**config.mk**
```make
export PLATFORM = sky130hd
export DESIGN_NAME = lca_top
export DESIGN_NICKNAME = d
export VERILOG_FILES = /design/src/rtl/lca_pkg.sv /design/src/rtl/pair_if.sv /design/src/rtl/lca_ctrl.sv /design/src/rtl/msg_source.sv /design/src/rtl/feistel_pipe.sv /design/src/rtl/parity_tally.sv /design/src/rtl/lca_top.sv
export SDC_FILE = /design/constraint.sdc
export NUM_CORES = 1
export LEC_CHECK = 0
export BUFFER_PORTS_ARGS = -buffer_cell sky130_fd_sc_hd__buf_2
export CAP_MARGIN = 25
export CORE_MARGIN = 2
export CORE_UTILIZATION = 55
export DETAILED_ROUTE_END_ITERATION = 12
export PLACE_DENSITY = 0.76
export SLEW_MARGIN = 20
export SYNTH_ARGS = -nofsm -noshare
export SYNTH_HDL_FRONTEND = slang
export SYNTH_HIERARCHICAL = 1
export SYNTH_SLANG_ARGS = --single-unit
```
**constraint.sdc**
```tcl
create_clock -name clk -period 4.9 [get_ports clk]
set_clock_uncertainty 0.1 [all_clocks]
set_input_delay 0.98 -clock clk [delete_from_list [all_inputs] [get_ports clk]]
set_output_delay 0.98 -clock clk [all_outputs]
set_load 0.05 [all_outputs]
```
**src/rtl/lca_pkg.sv**
```systemverilog
`default_nettype none

package lca_pkg;

    typedef logic [31:0] block_t;                        // One cipher block, also seed, poly, masks
    typedef logic [15:0] half_t;                         // One Feistel half or round key
    typedef logic [23:0] count_t;                        // Message count and tally width

    // 4-bit PRESENT S-box
    function automatic logic [3:0] sbox4(input logic [3:0] x);
        logic [3:0] y;
        case (x)
            4'h0: y = 4'hc;
            4'h1: y = 4'h5;
            4'h2: y = 4'h6;
            4'h3: y = 4'hb;
            4'h4: y = 4'h9;
            4'h5: y = 4'h0;
            4'h6: y = 4'ha;
            4'h7: y = 4'hd;
            4'h8: y = 4'h3;
            4'h9: y = 4'he;
            4'ha: y = 4'hf;
            4'hb: y = 4'h8;
            4'hc: y = 4'h4;
            4'hd: y = 4'h7;
            4'he: y = 4'h1;
            default: y = 4'h2;
        endcase
        return y;
    endfunction

    // Round function: key mix, nibble substitution, rotate left by 3
    function automatic half_t round_f(input half_t r, input half_t k);
        half_t t;
        half_t s;
        t = r ^ k;                                       // Key mix
        for (int i = 0; i < 4; i++) begin
            s[4*i +: 4] = sbox4(t[4*i +: 4]);            // Per-nibble substitution
        end
        return {s[12:0], s[15:13]};                      // Rotate left by 3
    endfunction

    // Key schedule: pick 16-bit slice (idx mod 4), slice 0 at the LSBs
    function automatic half_t round_key(input logic [63:0] key, input int unsigned idx);
        int unsigned sel;
        sel = idx % 4;
        return key[16*sel +: 16];
    endfunction

endpackage

`default_nettype wire

```
**src/rtl/pair_if.sv**
```systemverilog
`timescale 1ns/1ps
`default_nettype none

// Plaintext/ciphertext stream, one pair per clock while valid is high
interface pair_if;

    logic             valid;                             // Pair present this cycle
    logic             last;                              // Final pair of the run, only with valid
    lca_pkg::block_t  plain;                             // Plaintext
    lca_pkg::block_t  cipher;                            // Ciphertext, zero before the cipher

    modport src (
        output valid,
        output last,
        output plain,
        output cipher
    );

    modport dst (
        input  valid,
        input  last,
        input  plain,
        input  cipher
    );

endinterface

`default_nettype wire

```
**src/rtl/lca_ctrl.sv**
```systemverilog
`timescale 1ns/1ps
`default_nettype none

module lca_ctrl (
    input  logic clk,
    input  logic rst_n,                                  // Sync reset, active low
    input  logic start,                                  // Host start request
    input  logic restart,                                // Abort run / clear done
    output logic launch,                                 // One-cycle kick to the message source
    output logic done,                                   // Run complete, count is final
    pair_if.dst  tail                                    // Cipher output stream
);

    typedef enum logic [1:0] {
        idle,
        running,
        finished
    } state_t;

    state_t state;
    state_t state_nxt;

    always_ff @(posedge clk) begin
        if (!rst_n || restart) begin
            state <= idle;                               // Reset and restart both return to idle
        end else begin
            state <= state_nxt;
        end
    end

    always_comb begin
        state_nxt = state;                               // Hold by default
        case (state)
            idle: begin
                if (start) begin
                    state_nxt = running;                 // Launch goes out this same cycle
                end
            end
            running: begin
                if (tail.valid && tail.last) begin
                    state_nxt = finished;                // Last pair has left the pipeline
                end
            end
            finished: begin
                state_nxt = finished;                    // Stay until restart, start ignored
            end
            default: begin
                state_nxt = idle;
            end
        endcase
    end

    assign launch = (state == idle) && start;            // Sampled by the source on the same edge
    assign done   = (state == finished);

    // A new run only starts with the cipher pipeline drained
    a_launch_drained: assert property (
        @(posedge clk) disable iff (!rst_n)
        launch |-> !tail.valid
    );

endmodule

`default_nettype wire

```
**src/rtl/msg_source.sv**
```systemverilog
`timescale 1ns/1ps
`default_nettype none

module msg_source (
    input  logic            clk,
    input  logic            rst_n,
    input  logic            restart,
    input  logic            launch,                      // Load seed and count, start emitting
    input  lca_pkg::block_t seed,                        // First plaintext of the run
    input  lca_pkg::block_t poly,                        // Galois feedback taps
    input  lca_pkg::count_t msg_count,                   // Messages per run, 0 means 2^24
    pair_if.src             out                          // Plaintext stream into the cipher
);

    lca_pkg::block_t lfsr_q;                             // Current plaintext
    lca_pkg::block_t poly_q;                             // Taps held for the whole run
    lca_pkg::count_t remaining_q;                        // Messages still to come after this one
    logic            valid_q;
    logic            last_q;

    // Control flags
    always_ff @(posedge clk) begin
        if (!rst_n || restart) begin
            valid_q     <= 1'b0;
            last_q      <= 1'b0;
            remaining_q <= '0;
        end else if (launch) begin
            valid_q     <= 1'b1;
            last_q      <= (msg_count == 24'd1);         // Single-message run
            remaining_q <= msg_count - 24'd1;            // Wraps to all ones for 2^24
        end else if (valid_q) begin
            if (last_q) begin
                valid_q <= 1'b0;                         // Stream ends after the last pair
                last_q  <= 1'b0;
            end else begin
                remaining_q <= remaining_q - 24'd1;
                last_q      <= (remaining_q == 24'd1);   // Next one is the final message
            end
        end
    end

    // LFSR payload, no reset needed
    always_ff @(posedge clk) begin
        if (launch) begin
            lfsr_q <= seed;                              // Message 0 is the seed itself
            poly_q <= poly;
        end else if (valid_q) begin
            lfsr_q <= (lfsr_q >> 1) ^ (lfsr_q[0] ? poly_q : '0); // Galois step, shift right
        end
    end

    assign out.valid  = valid_q;
    assign out.last   = last_q;
    assign out.plain  = lfsr_q;
    assign out.cipher = '0;                              // Not yet encrypted

    // last is a registered flag, must never stand alone
    a_last_valid: assert property (
        @(posedge clk) disable iff (!rst_n)
        out.last |-> out.valid
    );

endmodule

`default_nettype wire

```
**src/rtl/feistel_pipe.sv**
```systemverilog
`timescale 1ns/1ps
`default_nettype none

module feistel_pipe #(
    parameter int          ROUNDS = 4,                   // Pipeline stages, one round each
    parameter logic [63:0] KEY    = 64'h0                // Cipher key
) (
    input  logic clk,
    input  logic rst_n,
    input  logic restart,                                // Flush the in-flight pairs
    pair_if.dst  in,                                     // Plaintext stream
    pair_if.src  out                                     // Plaintext/ciphertext stream
);

    for (genvar i = 0; i < ROUNDS; i++) begin : g_round

        logic            valid_d;                        // Stage inputs
        logic            last_d;
        lca_pkg::block_t plain_d;
        lca_pkg::half_t  left_d;
        lca_pkg::half_t  right_d;

        logic            valid_q;                        // Stage registers
        logic            last_q;
        lca_pkg::block_t plain_q;
        lca_pkg::half_t  left_q;
        lca_pkg::half_t  right_q;

        if (i == 0) begin : g_head
            assign valid_d = in.valid;
            assign last_d  = in.last;
            assign plain_d = in.plain;
            assign left_d  = in.plain[31:16];            // Left half is the high half
            assign right_d = in.plain[15:0];
        end else begin : g_link
            assign valid_d = g_round[i-1].valid_q;       // Chain from the previous stage
            assign last_d  = g_round[i-1].last_q;
            assign plain_d = g_round[i-1].plain_q;
            assign left_d  = g_round[i-1].left_q;
            assign right_d = g_round[i-1].right_q;
        end

        // Flags, cleared by reset and restart
        always_ff @(posedge clk) begin
            if (!rst_n || restart) begin
                valid_q <= 1'b0;
                last_q  <= 1'b0;
            end else begin
                valid_q <= valid_d;
                last_q  <= last_d;
            end
        end

        // One Feistel round per stage
        always_ff @(posedge clk) begin
            plain_q <= plain_d;                          // Plaintext rides along for the tally
            left_q  <= right_d;
            right_q <= left_d ^ lca_pkg::round_f(right_d, lca_pkg::round_key(KEY, i));
        end

    end

    assign out.valid  = g_round[ROUNDS-1].valid_q;
    assign out.last   = g_round[ROUNDS-1].last_q;
    assign out.plain  = g_round[ROUNDS-1].plain_q;
    assign out.cipher = {g_round[ROUNDS-1].left_q, g_round[ROUNDS-1].right_q}; // No final swap

    // Every pair entering comes out exactly ROUNDS cycles later
    a_latency_fwd: assert property (
        @(posedge clk) disable iff (!rst_n || restart)
        in.valid |-> ##ROUNDS out.valid
    );

    // And nothing comes out that did not go in
    a_latency_bwd: assert property (
        @(posedge clk) disable iff (!rst_n)
        out.valid |-> $past(in.valid, ROUNDS)
    );

endmodule

`default_nettype wire

```
**src/rtl/parity_tally.sv**
```systemverilog
`timescale 1ns/1ps
`default_nettype none

module parity_tally (
    input  logic            clk,
    input  logic            rst_n,
    input  logic            restart,                     // Clear the count
    input  lca_pkg::block_t mask_in,                     // Plaintext bit selection
    input  lca_pkg::block_t mask_out,                    // Ciphertext bit selection
    pair_if.dst             pairs,                       // Pairs out of the cipher
    output lca_pkg::count_t count                        // Pairs with odd combined parity
);

    logic            par_in;                             // Parity of masked plaintext
    logic            par_out;                            // Parity of masked ciphertext
    logic            hit;                                // Linear approximation holds as one
    lca_pkg::count_t count_q;

    assign par_in  = ^(pairs.plain & mask_in);
    assign par_out = ^(pairs.cipher & mask_out);
    assign hit     = pairs.valid && (par_in ^ par_out);

    always_ff @(posedge clk) begin
        if (!rst_n || restart) begin
            count_q <= '0;
        end else if (hit) begin
            count_q <= count_q + 24'd1;                  // Wraps at 2^24
        end
    end

    assign count = count_q;

endmodule

`default_nettype wire

```
**src/rtl/lca_top.sv**
```systemverilog
`timescale 1ns/1ps
`default_nettype none

module lca_top #(
    parameter int          ROUNDS = 4,                   // Feistel stages
    parameter logic [63:0] KEY    = 64'h0                // Cipher key
) (
    input  logic            clk,
    input  logic            rst_n,
    input  logic            start,                       // Begin a run from idle
    input  logic            restart,                     // Abort and clear
    input  lca_pkg::block_t seed,
    input  lca_pkg::block_t poly,
    input  lca_pkg::block_t mask_in,
    input  lca_pkg::block_t mask_out,
    input  lca_pkg::count_t msg_count,                   // 0 runs 2^24 messages
    output lca_pkg::count_t count,
    output logic            done
);

    logic launch;                                        // Controller to source kick

    pair_if src_bus ();                                  // Source to cipher
    pair_if out_bus ();                                  // Cipher to tally and controller

    lca_ctrl u_ctrl (
        .clk     (clk),
        .rst_n   (rst_n),
        .start   (start),
        .restart (restart),
        .launch  (launch),
        .done    (done),
        .tail    (out_bus.dst)
    );

    msg_source u_source (
        .clk       (clk),
        .rst_n     (rst_n),
        .restart   (restart),
        .launch    (launch),
        .seed      (seed),
        .poly      (poly),
        .msg_count (msg_count),
        .out       (src_bus.src)
    );

    feistel_pipe #(
        .ROUNDS (ROUNDS),
        .KEY    (KEY)
    ) u_cipher (
        .clk     (clk),
        .rst_n   (rst_n),
        .restart (restart),
        .in      (src_bus.dst),
        .out     (out_bus.src)
    );

    parity_tally u_tally (
        .clk      (clk),
        .rst_n    (rst_n),
        .restart  (restart),
        .mask_in  (mask_in),
        .mask_out (mask_out),
        .pairs    (out_bus.dst),
        .count    (count)
    );

endmodule

`default_nettype wire

```
==> flow_summary.yaml, run 1 <==
clock_tree:
  path_clk_slew_ns: 0.07
  cts_resized: 0
  postCtsSetupBuffers: 0
  cts_num_sinks: 412
  clock-root-buffer: "clkbuf_16"
  insertion_delay_ns: 0.53
  hold_buffers: 0
  cts.path.max_buffers: 3
  h-tree-depth: 2
  cts_buffers: 40
  tritoncts: "built"
sta:
  tightest_slew_ns: 1.00
  setup_viol: 0
  slew_headroom: 0.333
  final-hold-violation-count: 0
  fmax_ghz: 0.317
  report.final.slew_viol_count: 0
  tns_ns: 0
  fin_crit_sh: 0.644
  finalCriticalPeriod_ns: 3.15
  rsz0062_at_grt: "false"
floorplanning:
  rows: 62
  die_w_um: 175
  ioPinCount: 181
  initial_utilization: 0.560
  die_y_um: 175
  core_um2: 28700
  die-area_um2: 30600
layout:
  final_util: 0.653
  nets: 1820
  layout-drive-gt1-share: 0.189
  final_common_cell: "dfxtp_1"
  area_growth_pct: 16.6
  n_antenna_cell: 0
  nFillCells: 2251
  final_cell_mix: "dfxtp_1 (348), buf_2 (180), nand2_1 (164), xnor2_1 (104), xor2_1 (103)"
power:
  seqPwrFrac: 0.380
  p_clk_frac: 0.247
  p_sw_frac: 0.354
  comb_power_share: 0.373
  power_density_nw_per_um2: 684
  total_leakage_power_nw: 7.86
  vdd_ir_drop_max_v: 0.00120
  p_sw_w: 0.00453
  internal_power_w: 0.00828
drt:
  antenna_left: 0
  drc: 0
  wl_mm: 30.7
  firstDrtPassIters: 4
  post_drt_wl_per_cell_um: 15.4
  vias_per_cell: 5.06
  drtIter0Drc: 649
  vias: 10084
global_routing:
  grt_pass1_vias: 9946
  track_usage: 0.200
  grt_pass1_wl_mm: 49.4
  antenna_found_initial: 3
  gr-total-overflow: 0
  grt_max_degree: 75
job:
  cap_violations: 0
worst_setup_path:
  cp-endpoint: "u_tally/count[20]"
  cp_max_fo: 48
  worst_r2r_path_depth: 8
  critPathArrivalTime_ns: 3.49
  cp-end-kind: "register"
  cp.required_ns: 5.24
  path_class: "primary input to register"
  startpoint_type: "primary input"
  r2r_slack_ns: 1.75
  crit_path_start: "mask_in[21]"
  timing.rr.start: "u_source/out.plain[4]"
place:
  place_hpwl_mm: 22.1
  gp_congestion: 0.837
  numPortBuffers: 180
status:
  status: "completed"
logic_synthesis:
  syn-num-nets: 1629
  synthCells: 1390
  syn_area_um2: 16100
  yosysWarnings: 6
  avgSynthCellArea_um2: 11.6
worst_hold_path:
  min_path_type: "register to register"
## area by class of cell
type | count | area [um^2] | share of cell area
Timing Repair Buffer | 186 | 973 | 0.0520
Clock buffer | 54 | 1120 | 0.0600
Inverter | 75 | 282 | 0.0150
Multi-Input combinational cell | 866 | 6730 | 0.359
Tap cell | 384 | 480 | 0.0256
Clock inverter | 17 | 254 | 0.0136
Sequential cell | 412 | 8890 | 0.474
## metrics by stage
step | setup WS, ns | cell area, um^2 | hold slack (ns) | instances | total power [W]
final | 1.75 | 18700 | 0.221 | 1994 | 0.0128
after global routing | 1.50 | 18700 | 0.224 | 1994 | 0.0135
after CTS | 1.72 | 18700 | 0.220 | 1994 | 0.0129
after detailed placement | 1.22 | 17400 | 0.212 | 1923 | 0.00971
after global placement | 1.27 | 17300 | 0.210 | 1921 | 0.00956
after floorplan | 1.70 | 16100 | 0.210 | 1390 | 0.00889
## critical path, stage by stage
cell and delay, ns:
buf_2 0.08, nand2_1 0.05, xnor2_1 0.44, xnor2_1 0.16, xnor2_1 0.16, xnor2_1 0.30, xnor2_1 0.19, xnor2_2 0.16
buf_4 0.26, or4_1 0.53, a21oi_1 0.16
## per-layer routing
| metal | GRT usage | vias to the layer above | wire [um] |
|---|---|---|---|
| met3 | 0.0320 | 45 | 1620 |
| met2 | 0.318 | 273 | 13700 |
| met5 | 0 | - | 0 |
| li1 | - | 5104 | - |
| met4 | 0.0580 | 0 | 653 |
| met1 | 0.285 | 4662 | 14700 |
## worst min path at each step
stage,cells after the start,slack (ns),to,start
final,0,0.22,u_cipher/g_round[2].left_q[8],u_cipher/g_round[1].right_q[8]
after global routing,0,0.22,u_cipher/out.plain[9],u_cipher/g_round[2].plain_q[9]
after CTS,0,0.22,u_cipher/g_round[2].left_q[8],u_cipher/g_round[1].right_q[8]
after detailed placement,0,0.21,u_cipher/g_round[2].plain_q[21],u_cipher/g_round[1].plain_q[21]
after global placement,0,0.21,u_cipher/g_round[1].left_q[12],u_cipher/g_round[0].right_q[12]
after floorplan,0,0.21,u_cipher/g_round[1].left_q[0],u_cipher/g_round[0].right_q[0]
## power groups by stage
stage	Clock, W	Combinational [W]	Sequential (W)
after floorplan	0	0.00411	0.00478
after global placement	0	0.00463	0.00493
after detailed placement	0	0.00477	0.00495
after CTS	0.00323	0.00482	0.00488
after global routing	0.00336	0.00521	0.00496
final	0.00316	0.00478	0.00487
No activity file was read; power rests on OpenSTA's default activity.
==> run 2, diff against run 1 <==
Clock period 4.9 ns to 3.25 ns, I/O delays scaled along.
==> flow_summary.yaml, run 2 (synthesis gave the netlist of run 1 again) <==
global_routing:
  antenna_found_initial: 1
  grt_pass1_wl_mm: 49.5
  gr-total-overflow: 0
  track_usage: 0.200
  grt_max_degree: 103
  grt_pass1_vias: 9976
layout:
  final_common_cell: "dfxtp_1"
  layout-drive-gt1-share: 0.195
  stdcell_count: 2004
  nets: 1827
  nFillCells: 2212
  seq_area_um2: 8890
  area_growth_pct: 17.2
  multi_input_area_um2: 6730
  final_cell_mix: "dfxtp_1 (348), buf_2 (180), nand2_1 (164), xnor2_1 (104), xor2_1 (103)"
floorplanning:
  die_y_um: 175
  core_um2: 28700
  rows: 62
  die_w_um: 175
  initial_utilization: 0.560
  die-area_um2: 30600
  ioPinCount: 181
power:
  comb_power_share: 0.409
  fin_total_pwr_w: 0.0205
  vdd_ir_drop_max_v: 0.00315
  total_leakage_power_nw: 7.92
  seqPwrFrac: 0.359
  p_sw_w: 0.00743
  power_density_nw_per_um2: 1090
  p_clk_frac: 0.233
  p_sw_frac: 0.363
  internal_power_w: 0.0130
drt:
  vias: 10079
  drtIter0Drc: 609
  antenna_left: 0
  drc: 0
  firstDrtPassIters: 6
  wl_mm: 30.5
  vias_per_cell: 5.03
  post_drt_wl_per_cell_um: 15.2
sta:
  slew_headroom: 0.326
  whs_ns: 0.183
  fin_crit_sh: 0.892
  finalCriticalPeriod_ns: 2.90
  setup_viol: 0
  tightest_slew_ns: 1.01
  fmax_ghz: 0.345
  rsz0062_at_grt: "false"
  report.final.slew_viol_count: 0
  final-hold-violation-count: 0
  setup_slack_ns: 0.351
worst_setup_path:
  cp.required_ns: 3.56
  cpLargestDelayFamily: "multiplexers"
  critPathSlowestCell: "mux4_2"
  path_class: "register to register"
  crit_buf_inv: 2
  slowest_delay_ns: 0.47
  path_cells: "inv_1 > ha_1 > mux4_2 > xnor2_1 > inv_1 > ha_1 > or2_2 > mux4_2"
  cp_max_fo: 5
  critPathArrivalTime_ns: 3.21
  startpoint_type: "register"
  cp-end-kind: "register"
worst_hold_path:
  min_path_type: "primary input to register"
place:
  placed_cells: 1930
  numPortBuffers: 180
  gp_congestion: 0.840
  place_hpwl_mm: 21.9
  post-place-ws_ns: -0.0533
clock_tree:
  cts_resized: 0
  hold_buffers: 0
  postCtsSetupBuffers: 0
  cts_buffers: 40
  cts_num_sinks: 412
  cts.path.max_buffers: 3
  path_clk_slew_ns: 0.06
  clock-root-buffer: "clkbuf_16"
  h-tree-depth: 2
  insertion_delay_ns: 0.54
  tritoncts: "built"
job:
  cap_violations: 0
status:
  status: "completed"
[run 2: cell types whose count changed in the layout (fill, tap and decap cells not counted)]
cell | before | now
buf_4 | 4 | 10
clkinv_2 | 3 | 7
clkbuf_1 | 7 | 4
buf_12 | 0 | 2
inv_1 | 75 | 77
inv_4 | 3 | 1
buf_16 | 1 | 0
bufinv_16 | 5 | 4
clkbuf_16 | 40 | 41
clkbuf_4 | 0 | 1
clkinv_16 | 0 | 1
clkinvlp_4 | 1 | 0
diode_2 | 0 | 1
[run 2: layer usage]
layer	routed length, um	part of all wire	vias to the layer above	global-route usage
li1	-	-	5120	-
met1	14500	0.48	4631	0.286
met2	13600	0.45	277	0.315
met3	1760	0.058	51	0.0322
met4	620	0.020	0	0.0559
met5	0	0	-	0
[run 2: worst register-to-register path, delay by kind of cell (launching register included)]
family	cells	cell delay, ns
xor+xnor	1	0.33
fa+ha+maj	2	0.49
buf+inv	2	0.29
flops	1	0.38
mux	2	0.91
simple gates	1	0.29
[run 2: final timing paths]
kind | from | end | slack, ns | cells after the start
worst max-delay path | u_source/out.plain[5] | register | 0.35 | 8
worst min-delay path | poly[7] | u_source/poly_q[7] | 0.18 | 1
worst max register to register | u_source/out.plain[5] | register | 0.35 | 8
worst min register to register | u_cipher/g_round[1].plain_q[24] | u_cipher/g_round[2].plain_q[24] | 0.21 | 0
[run 2: power groups by stage]
stage | logic (W) | registers [W] | clock network [W]
after floorplan | 0.00608 | 0.00721 | 0
after global placement | 0.00798 | 0.00742 | 0
after detailed placement | 0.00830 | 0.00747 | 0
after CTS | 0.00842 | 0.00737 | 0.00486
after global routing | 0.00916 | 0.00748 | 0.00508
final | 0.00836 | 0.00734 | 0.00476
[run 2: area by class of cell]
cell class	count	share of cell area
sequential	412	0.472
clock buffer	53	0.0608
tap	384	0.0255
timing repair buffer	193	0.0548
inverter	75	0.0150
multi-input combinational	866	0.358
clock inverter	20	0.0139
antenna	1	0.000133
[run 2: per-stage QoR]
step	instance area [um^2]	utilization	TNS, ns
after floorplan	16100	-	0
after global placement	17400	0.606	-0.794
after detailed placement	17400	0.607	-0.604
after CTS	18800	0.656	0
after global routing	18800	0.656	0
final	18800	0.656	0
==> run 3, diff against run 2 <==
Settings changed: CORE_UTILIZATION 55 to 35, CTS_BUF_LIST set to sky130_fd_sc_hd__clkbuf_4, PLACE_DENSITY 0.76 to 0.52.
==> flow_summary.yaml, run 3 (synthesis gave the netlist of run 1 again) <==
floorplanning:
  die-area_um2: 47600
  ioPinCount: 181
  core_um2: 45400
  rows: 78
  die_y_um: 218
  initial_utilization: 0.354
  die_w_um: 218
layout:
  final_common_cell: "dfxtp_1"
  layout-drive-gt1-share: 0.236
  nets: 1969
  final_cell_mix: "dfxtp_1 (348), buf_2 (180), nand2_1 (164), clkbuf_4 (157), xnor2_1 (104)"
  area_growth_pct: 23.2
  final_util: 0.436
sta:
  final-hold-violation-count: 0
  setup_viol: 0
  fin_crit_sh: 0.921
  rsz0062_at_grt: "false"
  slew_headroom: 0.421
  report.final.slew_viol_count: 0
  finalCriticalPeriod_ns: 2.99
  fmax_ghz: 0.334
  tightest_slew_ns: 0.866
  tns_ns: 0
worst_setup_path:
  crit_buf_inv: 1
  crit_path_start: "u_cipher/out.plain[21]"
  r2r_slack_ns: 0.26
  cp-end-kind: "register"
  worst_r2r_path_depth: 10
  cp.required_ns: 3.91
  cpLargestDelayFamily: "XOR/XNOR gates"
  crit_top_cell: "xnor2_1"
  timing.rr.start: "u_cipher/out.plain[21]"
  cp_max_fo: 48
  critPathSlowestCell: "xnor2_1"
  startpoint_type: "register"
  path_class: "register to register"
  path_cells: "nand2_1 > xnor2_1 > xnor2_1 > xnor2_1 > xnor2_1 > xnor2_1 > xnor2_2 > buf_12 > or4_1 > a21oi_1"
  worstReg2RegEnd: "u_tally/count[10]"
  slowest_delay_ns: 0.55
  critPathArrivalTime_ns: 3.65
clock_tree:
  cts_num_sinks: 412
  cts_buffers: 107
  cts.path.max_buffers: 3
  path_clk_slew_ns: 0.06
  clock-root-buffer: "clkbuf_4"
  postCtsSetupBuffers: 0
  h-tree-depth: 3
  insertion_delay_ns: 0.84
  tritoncts: "built"
  cts_resized: 0
drt:
  vias_per_cell: 4.40
  vias: 10625
  drtIter0Drc: 509
  post_drt_wl_per_cell_um: 14.5
  firstDrtPassIters: 4
  antenna_left: 0
  wl_mm: 35.0
  drc: 0
place:
  numPortBuffers: 180
  place_hpwl_mm: 25.1
  gp_congestion: 0.855
worst_hold_path:
  min_path_type: "primary input to register"
  hold_path_depth: 3
  min_from: "seed[19]"
  min_to: "u_source/out.plain[19]"
power:
  seqPwrFrac: 0.363
  internal_power_w: 0.0125
  total_leakage_power_nw: 8.37
  p_clk_frac: 0.216
  p_sw_frac: 0.381
  comb_power_share: 0.420
  p_sw_w: 0.00769
  power_density_nw_per_um2: 1020
  vdd_ir_drop_max_v: 0.00277
global_routing:
  gr-total-overflow: 0
  grt_pass1_vias: 10787
  track_usage: 0.150
  grt_max_degree: 90
  grt_pass1_wl_mm: 55.5
  antenna_found_initial: 2
status:
  status: "completed"
job:
  cap_violations: 0
[run 3: cell count changes in the layout (fill, tap and decap cells not counted), moves of 2 or more]
cell           change
clkbuf_4         +156
clkbuf_8           -7
clkinv_4           -2
dlygate4sd3_1     +65
buf_4              +9
clkinv_1          +24
inv_1              -2
inv_2              +2
clkbuf_1           -4
clkbuf_16         -41
bufinv_16          -3
[run 3: routing by layer]
metal,track usage,routed length (um),vias to the layer above
met5,0,0,-
met4,0.0692,966,0
met3,0.0411,1930,61
met2,0.221,14900,255
met1,0.203,17200,4808
li1,-,-,5501
[run 3: per-stage QoR]
| step | power [W] | instances | setup slack [ns] | hold WS (ns) | area, um^2 |
|---|---|---|---|---|---|
| 5_1_grt | 0.0217 | 2416 | 0.143 | 0.0213 | 19800 |
| 2_1_floorplan | 0.0133 | 1390 | 0.375 | 0.210 | 16100 |
| 3_5_place_dp | 0.0159 | 2155 | -0.163 | 0.212 | 17800 |
| 3_3_place_gp | 0.0157 | 2154 | -0.0773 | 0.210 | 17700 |
| 4_1_cts | 0.0205 | 2414 | 0.282 | 0.00278 | 19800 |
| 6_report | 0.0202 | 2416 | 0.256 | 0.0934 | 19800 |
[run 3: final cells by class]
class                   instances  area [um^2]
diodes                          1         2.50
clock buffers                 157         1180
clock inverters                37          196
fillers                      4353        25600
inverters                      75          282
multi-input cells             866         6730
flip-flops and latches        412         8890
well taps                     600          751
repair buffers                268         1760
[run 3: timing repair]
action                     in CTS  in global routing
hold endpoints to repair       64                  0
setup endpoints to repair       0                  0
hold buffers                   65                  0
[run 3: worst reg2reg max path, stage by stage, from the launching register on]
cell and delay, ns:
dfxtp_1 0.31, nand2_1 0.06, xnor2_1 0.55, xnor2_1 0.31
xnor2_1 0.27, xnor2_1 0.12, xnor2_1 0.25, xnor2_2 0.15
buf_12 0.20, or4_1 0.50, a21oi_1 0.17
[run 3: worst max path at each step]
stage	to	slack, ns	depth (start not counted)
finish	u_tally/count[10]	0.26	10
global route	register	0.14	10
CTS	u_tally/count[10]	0.28	10
detailed placement	u_tally/count[17]	-0.16	11
global placement	u_tally/count[5]	-0.08	11
floorplan	u_source/out.plain[0]	0.38	5
[run 3: power by group through the flow]
stage	registers (W)	logic, W	clock network [W]
final	0.00734	0.00850	0.00437
after detailed placement	0.00749	0.00843	0
after floorplan	0.00721	0.00608	0
after global placement	0.00747	0.00826	0
after CTS	0.00738	0.00855	0.00459
after global routing	0.00749	0.00932	0.00488
